$ cat src/source/z80_alu_pkg.sv
// ---------------------------------------------------------------------------
// arithmetic side of the datapath: operand width, ALU opcodes and flags
// ---------------------------------------------------------------------------
package z80_alu_pkg;

  // every data byte in the core is this wide
  localparam int unsigned data_w = 8;

  // 8-bit ALU operations, encoded in three bits
  typedef enum logic [2:0] {
    ALU_ADD    = 3'd0,
    ALU_ADC    = 3'd1,
    ALU_SUB    = 3'd2,
    ALU_INC    = 3'd3,
    ALU_CPL    = 3'd4,
    ALU_PASS_B = 3'd5
  } alu_op_e;

  // flag register in Z80 bit order, bit 7 down to bit 0
  // f5 and f3 are the undocumented copies, they are only carried along
  typedef struct packed {
    logic s;
    logic z;
    logic f5;
    logic h;
    logic f3;
    logic pv;
    logic n;
    logic c;
  } flag_t;

  // per-flag override code, zero means the flag follows the normal path
  typedef enum logic [1:0] {
    FF_KEEP  = 2'b00,
    FF_CLEAR = 2'b10,
    FF_SET   = 2'b11
  } flag_force_e;

  // one override code per architectural flag
  typedef struct packed {
    flag_force_e s;
    flag_force_e z;
    flag_force_e h;
    flag_force_e pv;
    flag_force_e n;
    flag_force_e c;
  } flag_force_t;

endpackage : z80_alu_pkg

$ cat src/source/z80_bus_pkg.sv
// ---------------------------------------------------------------------------
// bus side of the datapath: selectors and the per-cycle control word
// ---------------------------------------------------------------------------
package z80_bus_pkg;

  import z80_alu_pkg::*;

  // width of the address bus and of every register pair
  localparam int unsigned addr_w = 16;

  // number of byte registers held in the register file
  localparam int unsigned num_regs = 10;

  // byte registers, ordered so that a pair is {2p, 2p+1} with the high byte even
  typedef enum logic [3:0] {
    REG_B   = 4'd0,
    REG_C   = 4'd1,
    REG_D   = 4'd2,
    REG_E   = 4'd3,
    REG_H   = 4'd4,
    REG_L   = 4'd5,
    REG_SPH = 4'd6,
    REG_SPL = 4'd7,
    REG_PCH = 4'd8,
    REG_PCL = 4'd9
  } reg_sel_e;

  // register pairs, the code doubled gives the index of the high byte
  typedef enum logic [2:0] {
    PAIR_BC = 3'd0,
    PAIR_DE = 3'd1,
    PAIR_HL = 3'd2,
    PAIR_SP = 3'd3,
    PAIR_PC = 3'd4
  } pair_sel_e;

  // who drives the internal data bus, DS_NONE lets data_in through
  typedef enum logic [2:0] {
    DS_NONE = 3'd0,
    DS_A    = 3'd1,
    DS_F    = 3'd2,
    DS_REG  = 3'd3,
    DS_TEMP = 3'd4
  } data_src_e;

  // who drives the internal address bus
  typedef enum logic [1:0] {
    AS_NONE = 2'd0,
    AS_MAR  = 2'd1,
    AS_PAIR = 2'd2
  } addr_src_e;

  // one control word per clock from the control unit, 44 bits in all
  // an all-zero word is a no-operation cycle
  typedef struct packed {
    data_src_e   data_src;
    addr_src_e   addr_src;
    reg_sel_e    reg_rd;
    pair_sel_e   pair_rd;
    logic        reg_wr_en;
    reg_sel_e    reg_wr;
    logic        pair_wr_en;
    pair_sel_e   pair_wr;
    logic        ld_a;
    logic        a_from_alu;
    logic        ld_f;
    alu_op_e     alu_op;
    logic        alu_b_temp;
    flag_force_t flag_force;
    logic        ld_temp;
    logic        ld_marh_data;
    logic        ld_marl_data;
    logic        ld_mar_addr;
  } dp_ctrl_t;

endpackage : z80_bus_pkg

$ cat src/source/z80_acc_flags.sv
module z80_acc_flags
  import z80_alu_pkg::*;
(
  input  logic                clk,
  input  logic                arst_n,
  input  logic                ld_a,
  input  logic                a_from_alu,
  input  logic                ld_f,
  input  logic [data_w-1:0]   alu_result,
  input  logic [data_w-1:0]   bus_d,
  input  flag_t               alu_flags,
  input  flag_force_t         flag_force,
  output logic [data_w-1:0]   acc,
  output flag_t               flags
);

  // resolves one override code against the value the flag would get otherwise
  function automatic logic force_bit(input flag_force_e code, input logic cur);
    logic r;
    case (code)
      FF_SET:   r = 1'b1;
      FF_CLEAR: r = 1'b0;
      default:  r = cur;
    endcase
    return r;
  endfunction

  logic [data_w-1:0] acc_d;
  flag_t             flags_d;
  logic              force_any;
  logic              flags_en;

  // ALU result when the op writes back, raw bus byte for a plain load
  assign acc_d = a_from_alu ? alu_result : bus_d;

  assign force_any = (flag_force.s != FF_KEEP) || (flag_force.z != FF_KEEP) ||
                     (flag_force.h != FF_KEEP) || (flag_force.pv != FF_KEEP) ||
                     (flag_force.n != FF_KEEP) || (flag_force.c != FF_KEEP);

  // a forced flag writes F on its own, the other bits then hold
  assign flags_en = ld_f || force_any;

  always_comb begin
    flags_d    = ld_f ? alu_flags : flags;
    flags_d.s  = force_bit(flag_force.s, flags_d.s);
    flags_d.z  = force_bit(flag_force.z, flags_d.z);
    flags_d.h  = force_bit(flag_force.h, flags_d.h);
    flags_d.pv = force_bit(flag_force.pv, flags_d.pv);
    flags_d.n  = force_bit(flag_force.n, flags_d.n);
    flags_d.c  = force_bit(flag_force.c, flags_d.c);
  end

  always_ff @(posedge clk or negedge arst_n) begin
    if (!arst_n) begin
      acc   <= '0;
      flags <= '0;
    end else begin
      if (ld_a) begin
        acc <= acc_d;
      end
      if (flags_en) begin
        flags <= flags_d;
      end
    end
  end

endmodule : z80_acc_flags

$ cat src/source/z80_alu.sv
module z80_alu
  import z80_alu_pkg::*;
(
  input  alu_op_e             op,
  input  logic [data_w-1:0]   a,
  input  logic [data_w-1:0]   b,
  input  flag_t               flags_in,
  output logic [data_w-1:0]   result,
  output flag_t               flags_out
);

  // ---------------------------------------------------------------------------
  // shared adder
  // ---------------------------------------------------------------------------

  // every arithmetic op is mapped onto x + y + cin, so one adder serves all
  logic [data_w-1:0] add_x;
  logic [data_w-1:0] add_y;
  logic              add_cin;

  // two nibble stages, bit 4 of each stage is its carry out
  logic [4:0]        lo_sum;
  logic [4:0]        hi_sum;
  logic [data_w-1:0] sum;
  logic              sum_ovf;

  // subtraction adds the complement plus one, so the stage carries come out
  // inverted with respect to the Z80 borrow flags
  always_comb begin
    case (op)
      ALU_ADC: begin
        add_x   = a;
        add_y   = b;
        add_cin = flags_in.c;
      end
      ALU_SUB: begin
        add_x   = a;
        add_y   = ~b;
        add_cin = 1'b1;
      end
      ALU_INC: begin
        add_x   = b;
        add_y   = '0;
        add_cin = 1'b1;
      end
      default: begin
        add_x   = a;
        add_y   = b;
        add_cin = 1'b0;
      end
    endcase
  end

  assign lo_sum = {1'b0, add_x[3:0]} + {1'b0, add_y[3:0]} + {4'd0, add_cin};
  assign hi_sum = {1'b0, add_x[7:4]} + {1'b0, add_y[7:4]} + {4'd0, lo_sum[4]};
  assign sum    = {hi_sum[3:0], lo_sum[3:0]};

  // signed overflow when both addends share a sign that the sum does not
  assign sum_ovf = (add_x[7] == add_y[7]) && (sum[7] != add_x[7]);

  // ---------------------------------------------------------------------------
  // result and flag selection
  // ---------------------------------------------------------------------------

  always_comb begin
    // flags not touched by an op keep their incoming value
    flags_out = flags_in;
    result    = b;

    case (op)
      ALU_ADD, ALU_ADC: begin
        result       = sum;
        flags_out.s  = sum[7];
        flags_out.z  = (sum == '0);
        flags_out.h  = lo_sum[4];
        flags_out.pv = sum_ovf;
        flags_out.n  = 1'b0;
        flags_out.c  = hi_sum[4];
      end
      ALU_SUB: begin
        result       = sum;
        flags_out.s  = sum[7];
        flags_out.z  = (sum == '0);
        flags_out.h  = ~lo_sum[4];
        flags_out.pv = sum_ovf;
        flags_out.n  = 1'b1;
        flags_out.c  = ~hi_sum[4];
      end
      // increment leaves C alone, so multi-byte counts can chain on it
      ALU_INC: begin
        result       = sum;
        flags_out.s  = sum[7];
        flags_out.z  = (sum == '0);
        flags_out.h  = lo_sum[4];
        flags_out.pv = sum_ovf;
        flags_out.n  = 1'b0;
      end
      ALU_CPL: begin
        result      = ~a;
        flags_out.h = 1'b1;
        flags_out.n = 1'b1;
      end
      // PASS_B and the unused codes hand the operand through untouched
      default: begin
        result = b;
      end
    endcase
  end

endmodule : z80_alu

$ cat src/source/z80_datapath.sv
module z80_datapath
  import z80_alu_pkg::*;
  import z80_bus_pkg::*;
(
  input  logic                clk,
  input  logic                arst_n,
  input  dp_ctrl_t            ctrl,
  input  logic [data_w-1:0]   data_in,
  output logic [data_w-1:0]   data_out,
  output logic                data_oe,
  output logic [addr_w-1:0]   addr_out,
  output logic                addr_oe,
  output flag_t               flags
);

  // ---------------------------------------------------------------------------
  // internal buses and block outputs
  // ---------------------------------------------------------------------------

  logic [data_w-1:0] data_bus;
  logic [addr_w-1:0] addr_bus;

  logic [data_w-1:0] byte_q;
  logic [addr_w-1:0] pair_q;
  logic [data_w-1:0] acc;
  logic [data_w-1:0] alu_b;
  logic [data_w-1:0] alu_result;
  flag_t             alu_flags;

  // byte loads into the register file take the ALU result on a write-back,
  // so a register increment fits in one cycle with the register on the bus
  logic [data_w-1:0] reg_byte_d;

  logic [data_w-1:0] temp_q;
  logic [addr_w-1:0] mar_q;

  // ---------------------------------------------------------------------------
  // bus arbitration
  // ---------------------------------------------------------------------------

  // one selector per bus, so two drivers can never meet on it
  // with no internal driver the bus carries the external data input
  always_comb begin
    case (ctrl.data_src)
      DS_A: begin
        data_bus = acc;
        data_oe  = 1'b1;
      end
      DS_F: begin
        data_bus = flags;
        data_oe  = 1'b1;
      end
      DS_REG: begin
        data_bus = byte_q;
        data_oe  = 1'b1;
      end
      DS_TEMP: begin
        data_bus = temp_q;
        data_oe  = 1'b1;
      end
      default: begin
        data_bus = data_in;
        data_oe  = 1'b0;
      end
    endcase
  end

  // the address bus is idle at zero when nothing drives it
  always_comb begin
    case (ctrl.addr_src)
      AS_MAR: begin
        addr_bus = mar_q;
        addr_oe  = 1'b1;
      end
      AS_PAIR: begin
        addr_bus = pair_q;
        addr_oe  = 1'b1;
      end
      default: begin
        addr_bus = '0;
        addr_oe  = 1'b0;
      end
    endcase
  end

  // external outputs sit at zero whenever their enable is low
  assign data_out = data_oe ? data_bus : '0;
  assign addr_out = addr_bus;

  // ---------------------------------------------------------------------------
  // TEMP and MAR
  // ---------------------------------------------------------------------------

  always_ff @(posedge clk or negedge arst_n) begin
    if (!arst_n) begin
      temp_q <= '0;
      mar_q  <= '0;
    end else begin
      if (ctrl.ld_temp) begin
        temp_q <= data_bus;
      end
      // a whole-word load from the address bus wins over the byte loads
      if (ctrl.ld_mar_addr) begin
        mar_q <= addr_bus;
      end else begin
        if (ctrl.ld_marh_data) begin
          mar_q[addr_w-1:data_w] <= data_bus;
        end
        if (ctrl.ld_marl_data) begin
          mar_q[data_w-1:0] <= data_bus;
        end
      end
    end
  end

  // ---------------------------------------------------------------------------
  // datapath blocks
  // ---------------------------------------------------------------------------

  assign reg_byte_d = ctrl.a_from_alu ? alu_result : data_bus;

  z80_regfile u_regfile (
    .clk        (clk),
    .arst_n     (arst_n),
    .reg_rd     (ctrl.reg_rd),
    .pair_rd    (ctrl.pair_rd),
    .reg_wr_en  (ctrl.reg_wr_en),
    .reg_wr     (ctrl.reg_wr),
    .byte_d     (reg_byte_d),
    .pair_wr_en (ctrl.pair_wr_en),
    .pair_wr    (ctrl.pair_wr),
    .pair_d     (addr_bus),
    .byte_q     (byte_q),
    .pair_q     (pair_q)
  );

  // TEMP lets the ALU take a latched operand while the bus is busy elsewhere
  assign alu_b = ctrl.alu_b_temp ? temp_q : data_bus;

  z80_alu u_alu (
    .op        (ctrl.alu_op),
    .a         (acc),
    .b         (alu_b),
    .flags_in  (flags),
    .result    (alu_result),
    .flags_out (alu_flags)
  );

  z80_acc_flags u_acc_flags (
    .clk        (clk),
    .arst_n     (arst_n),
    .ld_a       (ctrl.ld_a),
    .a_from_alu (ctrl.a_from_alu),
    .ld_f       (ctrl.ld_f),
    .alu_result (alu_result),
    .bus_d      (data_bus),
    .alu_flags  (alu_flags),
    .flag_force (ctrl.flag_force),
    .acc        (acc),
    .flags      (flags)
  );

endmodule : z80_datapath

$ cat src/source/z80_regfile.sv
module z80_regfile
  import z80_alu_pkg::*;
  import z80_bus_pkg::*;
(
  input  logic                clk,
  input  logic                arst_n,
  input  reg_sel_e            reg_rd,
  input  pair_sel_e           pair_rd,
  input  logic                reg_wr_en,
  input  reg_sel_e            reg_wr,
  input  logic [data_w-1:0]   byte_d,
  input  logic                pair_wr_en,
  input  pair_sel_e           pair_wr,
  input  logic [addr_w-1:0]   pair_d,
  output logic [data_w-1:0]   byte_q,
  output logic [addr_w-1:0]   pair_q
);

  // ---------------------------------------------------------------------------
  // storage
  // ---------------------------------------------------------------------------

  // B, C, D, E, H, L, SPH, SPL, PCH, PCL in selector order
  logic [data_w-1:0] regs [num_regs];

  // next value and load enable per byte
  logic [data_w-1:0]   wr_d [num_regs];
  logic [num_regs-1:0] wr_en;

  // byte indices of the pair halves, high byte at the even slot
  logic [3:0] wr_hi_idx;
  logic [3:0] wr_lo_idx;
  logic [3:0] rd_hi_idx;
  logic [3:0] rd_lo_idx;

  assign wr_hi_idx = {pair_wr, 1'b0};
  assign wr_lo_idx = {pair_wr, 1'b1};
  assign rd_hi_idx = {pair_rd, 1'b0};
  assign rd_lo_idx = {pair_rd, 1'b1};

  // ---------------------------------------------------------------------------
  // read ports
  // ---------------------------------------------------------------------------

  // both ports are purely combinational, so a read sees the value stored at
  // the last edge and not a load that is happening in the same cycle
  always_comb begin
    if (reg_rd <= REG_PCL) begin
      byte_q = regs[reg_rd];
    end else begin
      byte_q = '0;
    end
  end

  // a pair goes out high byte first, as the Z80 puts it on the address bus
  always_comb begin
    if (pair_rd <= PAIR_PC) begin
      pair_q = {regs[rd_hi_idx], regs[rd_lo_idx]};
    end else begin
      pair_q = '0;
    end
  end

  // ---------------------------------------------------------------------------
  // write decode
  // ---------------------------------------------------------------------------

  always_comb begin
    for (int i = 0; i < num_regs; i++) begin
      wr_en[i] = 1'b0;
      wr_d[i]  = regs[i];
    end

    // a pair load splits the address bus word over the two halves
    if (pair_wr_en && (pair_wr <= PAIR_PC)) begin
      wr_en[wr_hi_idx] = 1'b1;
      wr_d[wr_hi_idx]  = pair_d[addr_w-1:data_w];
      wr_en[wr_lo_idx] = 1'b1;
      wr_d[wr_lo_idx]  = pair_d[data_w-1:0];
    end

    // byte and pair loads of the same register in one cycle are illegal,
    // if it happens anyway the byte load is the one that lands
    if (reg_wr_en && (reg_wr <= REG_PCL)) begin
      wr_en[reg_wr] = 1'b1;
      wr_d[reg_wr]  = byte_d;
    end
  end

  // every byte clears on reset so the core starts from a known state
  always_ff @(posedge clk or negedge arst_n) begin
    if (!arst_n) begin
      for (int i = 0; i < num_regs; i++) begin
        regs[i] <= '0;
      end
    end else begin
      for (int i = 0; i < num_regs; i++) begin
        if (wr_en[i]) begin
          regs[i] <= wr_d[i];
        end
      end
    end
  end

endmodule : z80_regfile
$ cat config.mk
export PLATFORM = sky130hd
export DESIGN_NAME = z80_datapath
export DESIGN_NICKNAME = d
export VERILOG_FILES = /design/src/source/z80_alu_pkg.sv /design/src/source/z80_bus_pkg.sv /design/src/source/z80_acc_flags.sv /design/src/source/z80_alu.sv /design/src/source/z80_datapath.sv /design/src/source/z80_regfile.sv
export SDC_FILE = /design/constraint.sdc
export NUM_CORES = 1
export LEC_CHECK = 0
export BUFFER_PORTS_ARGS = -buffer_cell sky130_fd_sc_hd__buf_2
export CORE_ASPECT_RATIO = 1.25
export CORE_MARGIN = 1
export CORE_UTILIZATION = 55
export DETAILED_ROUTE_END_ITERATION = 16
export GPL_TIMING_DRIVEN = 1
export PLACE_DENSITY = 0.77
export SLEW_MARGIN = 40
export SYNTH_ARGS = -nofsm -noshare
export SYNTH_HDL_FRONTEND = slang
export SYNTH_SLANG_ARGS = --single-unit
$ cat constraint.sdc
create_clock -name clk -period 4.9 [get_ports clk]
set_clock_uncertainty 0.05 [all_clocks]
set_input_delay 0.245 -clock clk [delete_from_list [all_inputs] [get_ports clk]]
set_output_delay 0.245 -clock clk [all_outputs]
set_load 0.005 [all_outputs]
### After elaboration in Yosys (flattened, before gate mapping)

Index checks and enable logic that the tools add are counted.

* bitwise operators: 12
* $add $sub $neg: 4
* equality and inequality tests: 24
* reductions and logical operators: 50
* muxes and demuxes: 56
* magnitude comparators: 19

Operators with widths (number)
* 80-bit bitwise mux: 3
* 80-bit 2-to-1 mux: 2
* 8-bit 2-to-1 mux: 17
* 8-bit binary-select mux with 4-bit select: 3
* 8-bit demux with 4-bit select: 3
* 16-bit 2-to-1 mux: 2
* 16-bit case mux with 2 select lines: 1
* 8-bit case mux with 2 select lines: 2
* 8-bit case mux with 4 select lines: 1
* 5-bit greater-or-equal comparator (second input constant): 6
* 4-bit NOT with 5-bit output: 6
* 3-bit nonzero test: 9
* 2-bit equality test (second input constant): 13
* 10-bit 2-to-1 mux: 2
* 1-bit case mux with 2 select lines: 9
* 3-bit AND reduction: 6
* 8-bit NOT: 2
* 2-bit nonzero test: 8
* 4-bit by 5-bit less-than comparator with 1-bit output (second input constant): 3
* 5-bit by 1-bit less-than comparator with 1-bit output (second input constant): 3
* 3-bit by 2-bit equality test with 1-bit output (second input constant): 4
* 4-bit by 1-bit greater-or-equal comparator with 1-bit output (second input constant): 3
* 4-bit by 4-bit adder with 5-bit output: 2
* 5-bit by 1-bit adder with 5-bit output: 2
* 24 further kinds: 53

* register bits: 118
* output and inout bits: 34
* word-level logic and storage cells: 185
* input bits: 54

### Longest topological paths before layout

* word-level depth: 17
* mapped depth: 23
* depth with buffers taken out: 20

### Modules after synthesis

From an unflattened synthesis, not the netlist that was laid out.

* cell total of the unflattened synthesis: 802
* area total of the unflattened synthesis: 9068.7 um^2

By module, submodules not included
* z80_regfile: seq. area each 2001.9 um^2, area each 5381.4 um^2, instances 1, cells an instance 417
* z80_datapath: seq. area each 600.6 um^2, area each 2112.0 um^2, instances 1, cells an instance 205
* z80_alu: seq. area each 0.0 um^2, area each 837.1 um^2, instances 1, cells an instance 116
* z80_acc_flags: seq. area each 400.4 um^2, area each 738.2 um^2, instances 1, cells an instance 64

### Least setup slack after synthesis

No wires, ideal clock.

* path kind: input port to flip-flop
* from: input ctrl[35] (netlist bit)
* to: register u_acc_flags.acc[6]
* path slack: -0.388 ns
* buffers on the path: 3
* arrival time: 5.098 ns
* library setup time: 0.140 ns
* cell stages on the path: 23
* data required time: 4.710 ns
* cells stage by stage: buf_2 > buf_4 > mux4_2 > nand2_1 > a21oi_1 > a211oi_1 > a21oi_1 > mux2_2 > fa_1 > inv_1 > fa_1 > nand2_1 > nand2_1 > a21oi_1 > fa_1 > fa_1 > xnor2_1 > nor2b_1 > o31a_1 > or3_1 > o311ai_1 > buf_4 > mux2i_1

* cells in the longest elaborated chain, start to end: 14
* elaborated cells between the ends (all ways): 17
* classes of those cells: add/sub (4); order compare (1); mux (10); bitwise (2)

RTL lines
* from (decl): line z80_datapath.sv:7 `input dp_ctrl_t ctrl,`
* 4-bit NOT with 5-bit output (implied by the code): line z80_regfile.sv:49 `byte_q = regs[reg_rd];`
* 8-bit binary-select mux with 4-bit select: line z80_regfile.sv:49
* 8-bit 2-to-1 mux (implied by the code) (2 in series): line z80_regfile.sv:49
* 8-bit 2-to-1 mux (*): line z80_regfile.sv:48 `if (reg_rd <= REG_PCL) begin`
* 8-bit case mux with 4 select lines (*): line z80_datapath.sv:44 `case (ctrl.data_src)`
* 8-bit 2-to-1 mux: line z80_datapath.sv:138 `assign alu_b = ctrl.alu_b_temp ? temp_q : data_bus;`
* 8-bit NOT: line z80_alu.sv:38 `add_y = ~b;`
* 8-bit case mux with 2 select lines: line z80_alu.sv:30 `case (op)`
* 4-bit by 4-bit adder with 5-bit output: line z80_alu.sv:54 `assign lo_sum = {1'b0, add_x[3:0]} + {1'b0, add_y[3:0]} + {4'd0, add_cin};`
* 5-bit by 1-bit adder with 5-bit output: line z80_alu.sv:54
* 5-bit by 1-bit adder with 5-bit output: line z80_alu.sv:55 `assign hi_sum = {1'b0, add_x[7:4]} + {1'b0, add_y[7:4]} + {4'd0, lo_sum[4]};`
* 8-bit case mux with 2 select lines: line z80_alu.sv:70 `case (op)`
* 8-bit 2-to-1 mux (*): line z80_acc_flags.sv:34 `assign acc_d = a_from_alu ? alu_result : bus_d;`
* to (signal assigned): line z80_acc_flags.sv:55 `acc <= '0;`
* to (signal assigned): line z80_acc_flags.sv:59 `acc <= acc_d;`
* to (decl): line z80_acc_flags.sv:13 `output logic [data_w-1:0] acc,`

Mark *: on every way between the ends. The rest lies on a longest branch, timed or not. The select of a mux whose other input is x is not followed.
A chain may end at the register's enable or synchronous reset.

### Worst setup path in the final report

* from: register u_regfile.regs[24] (netlist bit)
* to: register u_regfile.regs[62] (netlist bit)

* cells in the longest elaborated chain, start to end: 15
* elaborated cells between the ends (all ways): 16
* classes of those cells: add/sub (3); mux (12); bitwise (1)

RTL lines
* from (decl): line z80_regfile.sv:24 `logic [data_w-1:0] regs [num_regs];`
* from (signal, indexed assignment): line z80_regfile.sv:99 `regs[i] <= wr_d[i];`
* 8-bit binary-select mux with 4-bit select (*): line z80_regfile.sv:49
* 8-bit 2-to-1 mux (implied by the code) (*) (2 in series): line z80_regfile.sv:49
* 8-bit 2-to-1 mux (*): line z80_regfile.sv:48
* 8-bit case mux with 4 select lines (*): line z80_datapath.sv:44
* 8-bit 2-to-1 mux (*): line z80_datapath.sv:138
* 8-bit NOT: line z80_alu.sv:38
* 8-bit case mux with 2 select lines: line z80_alu.sv:30
* 4-bit by 4-bit adder with 5-bit output (*): line z80_alu.sv:54
* 5-bit by 1-bit adder with 5-bit output (*): line z80_alu.sv:54
* 5-bit by 1-bit adder with 5-bit output (*): line z80_alu.sv:55
* 8-bit case mux with 2 select lines (*): line z80_alu.sv:70
* 8-bit 2-to-1 mux (*): line z80_datapath.sv:120 `assign reg_byte_d = ctrl.a_from_alu ? alu_result : data_bus;`
* 80-bit bitwise mux (*): line z80_regfile.sv:86 `wr_d[reg_wr] = byte_d;`
* 80-bit 2-to-1 mux (*): line z80_regfile.sv:84 `if (reg_wr_en && (reg_wr <= REG_PCL)) begin`

Marked as above.

==> flow_summary_export.csv <==
group,metric,value,unit
synthesis,synthMuxAreaShare,20.2,%
clock_network,worst_skew_pair.late_latency,0.43,ns
floorplanning,die_area,15900,um^2
power,seq_power_share,33.8,%
timing,fin_crit_sh,97.3,%
power,intPower,2620,uW
min_path,hold_path_class,"input pin to flop",
timing,tightest_slew,0.832,ns
synthesis,synth_top_family_by_area,"compound AO/OA/AOI/OAI gates",
routing,drt-pass1-iter-count,5,
power,total_switching_power,1320,uW
synthesis,synth_compound_area_share,20.3,%
worst_setup_path,path_class,"flop to flop",
worst_setup_path,crit_path_max_fanout,6,
timing,hold_ws,0.0122,ns
synthesis,yosysUniqueCellTypes,62,
synthesis,netlist_area,8490,um^2
place,gp_congestion,0.999,
synthesis,ys.flop_type,"dfrtp_1",
clock_network,clockBufferDepth,2,
worst_setup_path,cpPeakStageDelay,0.48,ns
power,ir_drop,0.222,mV
routing,post_drt_wl_per_cell,22.9,um
synthesis,synth_fa_ha_area_share,2.12,%
clock_network,clkTransAtPathRegs,0.06,ns
synthesis,async_flop_share,100,%
global_route,grt_max_degree,73,
min_path,hold_end,"u_acc_flags.flags[6]",
global_route,grt_pass1_vias,8101,
cells_and_area,antennaDiodeCount,0,
routing,vias,8211,
synthesis,yosys_warnings,0,
routing,wl_met2,13.7,mm
worst_setup_path,ff2ff_path_depth,21,
clock_network,cts_made_buffers,17,
synthesis,synthSimpleGateAreaFrac,17.5,%
timing,finalMaxSlewViolations,0,
floorplanning,io_pins,88,
floorplanning,core.rowCount,50,
routing,drt_wl_total,28.0,mm
timing,rsz0062_at_grt,"true",
synthesis,synth_seq_cells,118,
timing,fmax,0.210,GHz
floorplanning,die_x,113,um
power,p_leak,0.00480,uW
cells_and_area,nNetsFinal,1093,
worst_setup_path,reg2reg_from,"u_regfile.regs[24]",
routing,drt-vias-per-instance,6.72,
power,p_per_area,388,nW/um^2
place,io_buffer_count,85,
timing,final_hold_viol_count,0,
clock_network,htreeDepth,4,
power,comb_power_share,32.0,%
power,swShare,33.5,%
synthesis,synth_cells,929,
worst_setup_path,r2r_end,"u_regfile.regs[62]",
timing,period_needed,4.77,ns
clock_network,cts_sinks,118,
timing,slew-limit-headroom,44.3,%
timing,worst_slack,0.132,ns
worst_setup_path,slowest_stage,"mux4_2",
floorplanning,coreArea,15000,um^2
flow_run,drv_cap,0,
routing,ant_nets,0,
global_route,overflow,0,
worst_setup_path,worst_setup_path_start_kind,"flop",
synthesis,syn_area_per_cell,9.14,um^2
place,pre_cts_ws,-0.135,ns
worst_setup_path,arrival,5.00,ns
cells_and_area,fillers,1215,
floorplanning,die_h,141,um
routing,dr.first_iter.drc_count,750,
floorplanning,initial_core_util,56.5,%
worst_setup_path,r2r_slack,0.13,ns
status,status,"completed",
routing,highest_layer,"met4",
synthesis,synth_edf_count,0,
global_route,antenna_found_initial,0,
synthesis,synth-xor-area-share,0.310,%
worst_setup_path,cpMostUsedCell,"fa_2",
cells_and_area,utilization,67.8,%
global_route,grt_pass1_wl,44.2,mm
clock_network,clockRootBuffer,"clkbuf_16",
cells_and_area,drive_gt1_share,27.4,%
routing,met1_length,10.3,mm
cells_and_area,instances_no_fill,1222,
worst_setup_path,required,5.13,ns
power,clockPowerShare,34.2,%
worst_setup_path,path_cells,"mux4_2 > nand2_2 > a21oi_2 > a211oi_2 > a21oi_2 > mux2_4 > fa_2 > inv_2 > fa_2 > nand2_2 > nand2_2 > a21oi_2 > fa_2 > fa_2 > xnor2_2 > nor2b_1 > o31a_1 > or3_4 > o311ai_4 > clkbuf_16 > mux2i_1",
worst_setup_path,cp-startpoint,"u_regfile.regs[24]",
synthesis,ys_seq_area_share,34.8,%
routing,wl_met3,2.28,mm
clock_network,cts_tree,"built",
place,placed_cells,1168,
cells_and_area,areaGrowthSynthToFinish,19.9,%
min_path,holdCritStartpoint,"ctrl[12]",
routing,drc,0,
worst_setup_path,crit_path_end_kind,"flop",
place,hpwl,19.8,mm
timing,setup_viol,0,
min_path,hold_depth,3,
power,fin_total_pwr,3950,uW
global_route,grt_use_total,36.8,%
-- worst max-delay path, delay by kind of cell, from the launching register on --
kind,cells,cell delay (ns)
mux,3,0.86
flops,1,0.40
compound gates,6,0.87
xor+xnor,1,0.14
simple gates,5,0.69
buf+inv,2,0.29
fa+ha+maj,4,1.30
-- power by group through the flow --
stage | Sequential (uW) | Clock (uW) | Combinational, uW
after floorplan | 1280 | 0 | 798
after global placement | 1330 | 0 | 1110
after detailed placement | 1340 | 0 | 1140
after CTS | 1320 | 1350 | 1230
after global routing | 1350 | 1390 | 1370
final | 1330 | 1350 | 1260
-- stage by stage --
stage	area, um^2	TNS, ns
finish	10200	0
global route	10200	-0.000670
CTS	10100	0
detailed placement	9260	-1.41
global placement	9200	-0.733
floorplan	8520	0
-- cell families after synthesis --
family | after synthesis
compound gates | 256
xor+xnor | 3
fa+ha+maj | 12
buf+inv | 97
flops | 118
mux | 139
other cells | 1
simple gates | 303
-- metal layers --
metal,track usage (%),vias to the layer above
met2,61.3,499
met4,23.5,0
met5,0,-
met1,43.8,3951
li1,-,3624
met3,6.66,137
-- final cells by class --
cell class / instances / area (um^2) / area share [%]
clock inverter: 15 / 205 / 2.02
multi-input combinational: 715 / 5300 / 52.1
sequential: 118 / 2950 / 29.0
inverter: 23 / 86.3 / 0.848
tap: 182 / 228 / 2.24
timing repair buffer: 152 / 980 / 9.63
clock buffer: 17 / 425 / 4.18
-- placed cells by master, fill, tap and decap left out, types with 9 or more instances in the layout --
cell and count:
a211oi_1 17, a21o_1 11, a21oi_1 50, a222oi_1 10, a22o_1 11, a22oi_1 13
and2_1 10, buf_2 84, buf_4 56, clkbuf_16 18, dfrtp_1 118, inv_1 22
mux2_2 39, mux2i_1 74, mux4_2 22, nand2_1 113, nand2b_1 12, nand3_1 21
nand3b_1 16, nor2_1 49, nor2b_1 24, nor3_2 9, nor3b_1 10, o211ai_1 11
o21a_1 19, o21ai_0 57
-- worst max path at each step --
stage	to	slack [ns]	cells past startpoint
finish	u_regfile.regs[62]	0.13	21
global route	u_regfile.regs[62]	-0.0007	21
CTS	u_regfile.regs[70]	0.009	21
detailed placement	u_regfile.regs[62]	-0.14	22
global placement	u_regfile.regs[6]	-0.09	22
floorplan	u_acc_flags.acc[6]	0.01	23
-- sequential cells by signal, summed over array words and instances (netlist names) --
register           count
temp_q                 8
u_acc_flags.flags      6
u_acc_flags.acc        8
mar_q                 16
u_regfile.regs        80
-- Yosys cell counts, drive strengths merged (13+ instances only) --
| master | instances | area [um^2] |
|---|---|---|
| a211oi | 18 | 135 |
| nor3 | 18 | 90.1 |
| o21ai | 58 | 290 |
| nand3b | 16 | 120 |
| o21a | 19 | 143 |
| inv | 23 | 86.3 |
| nand2 | 118 | 443 |
| buf | 17 | 100 |
| nand3 | 22 | 110 |
| mux4 | 22 | 495 |
| a21oi | 55 | 275 |
| clkbuf | 57 | 214 |
| nor2b | 24 | 150 |
| mux2i | 77 | 771 |
| mux2 | 40 | 450 |
| a22oi | 13 | 97.6 |
| dfrtp | 118 | 2950 |
| nor2 | 50 | 188 |
-- timing repair --
action                                  in CTS  in global routing
pin swaps                                   13                  6
hold buffers                                 8                  0
gates cloned                                 1                  0
setup buffers                               11                  2
endpoints found under the setup margin       4                 22
gates resized for setup                     14                  6
endpoints found under the hold margin       75                  0
No activity file was read; power rests on OpenSTA's default activity.
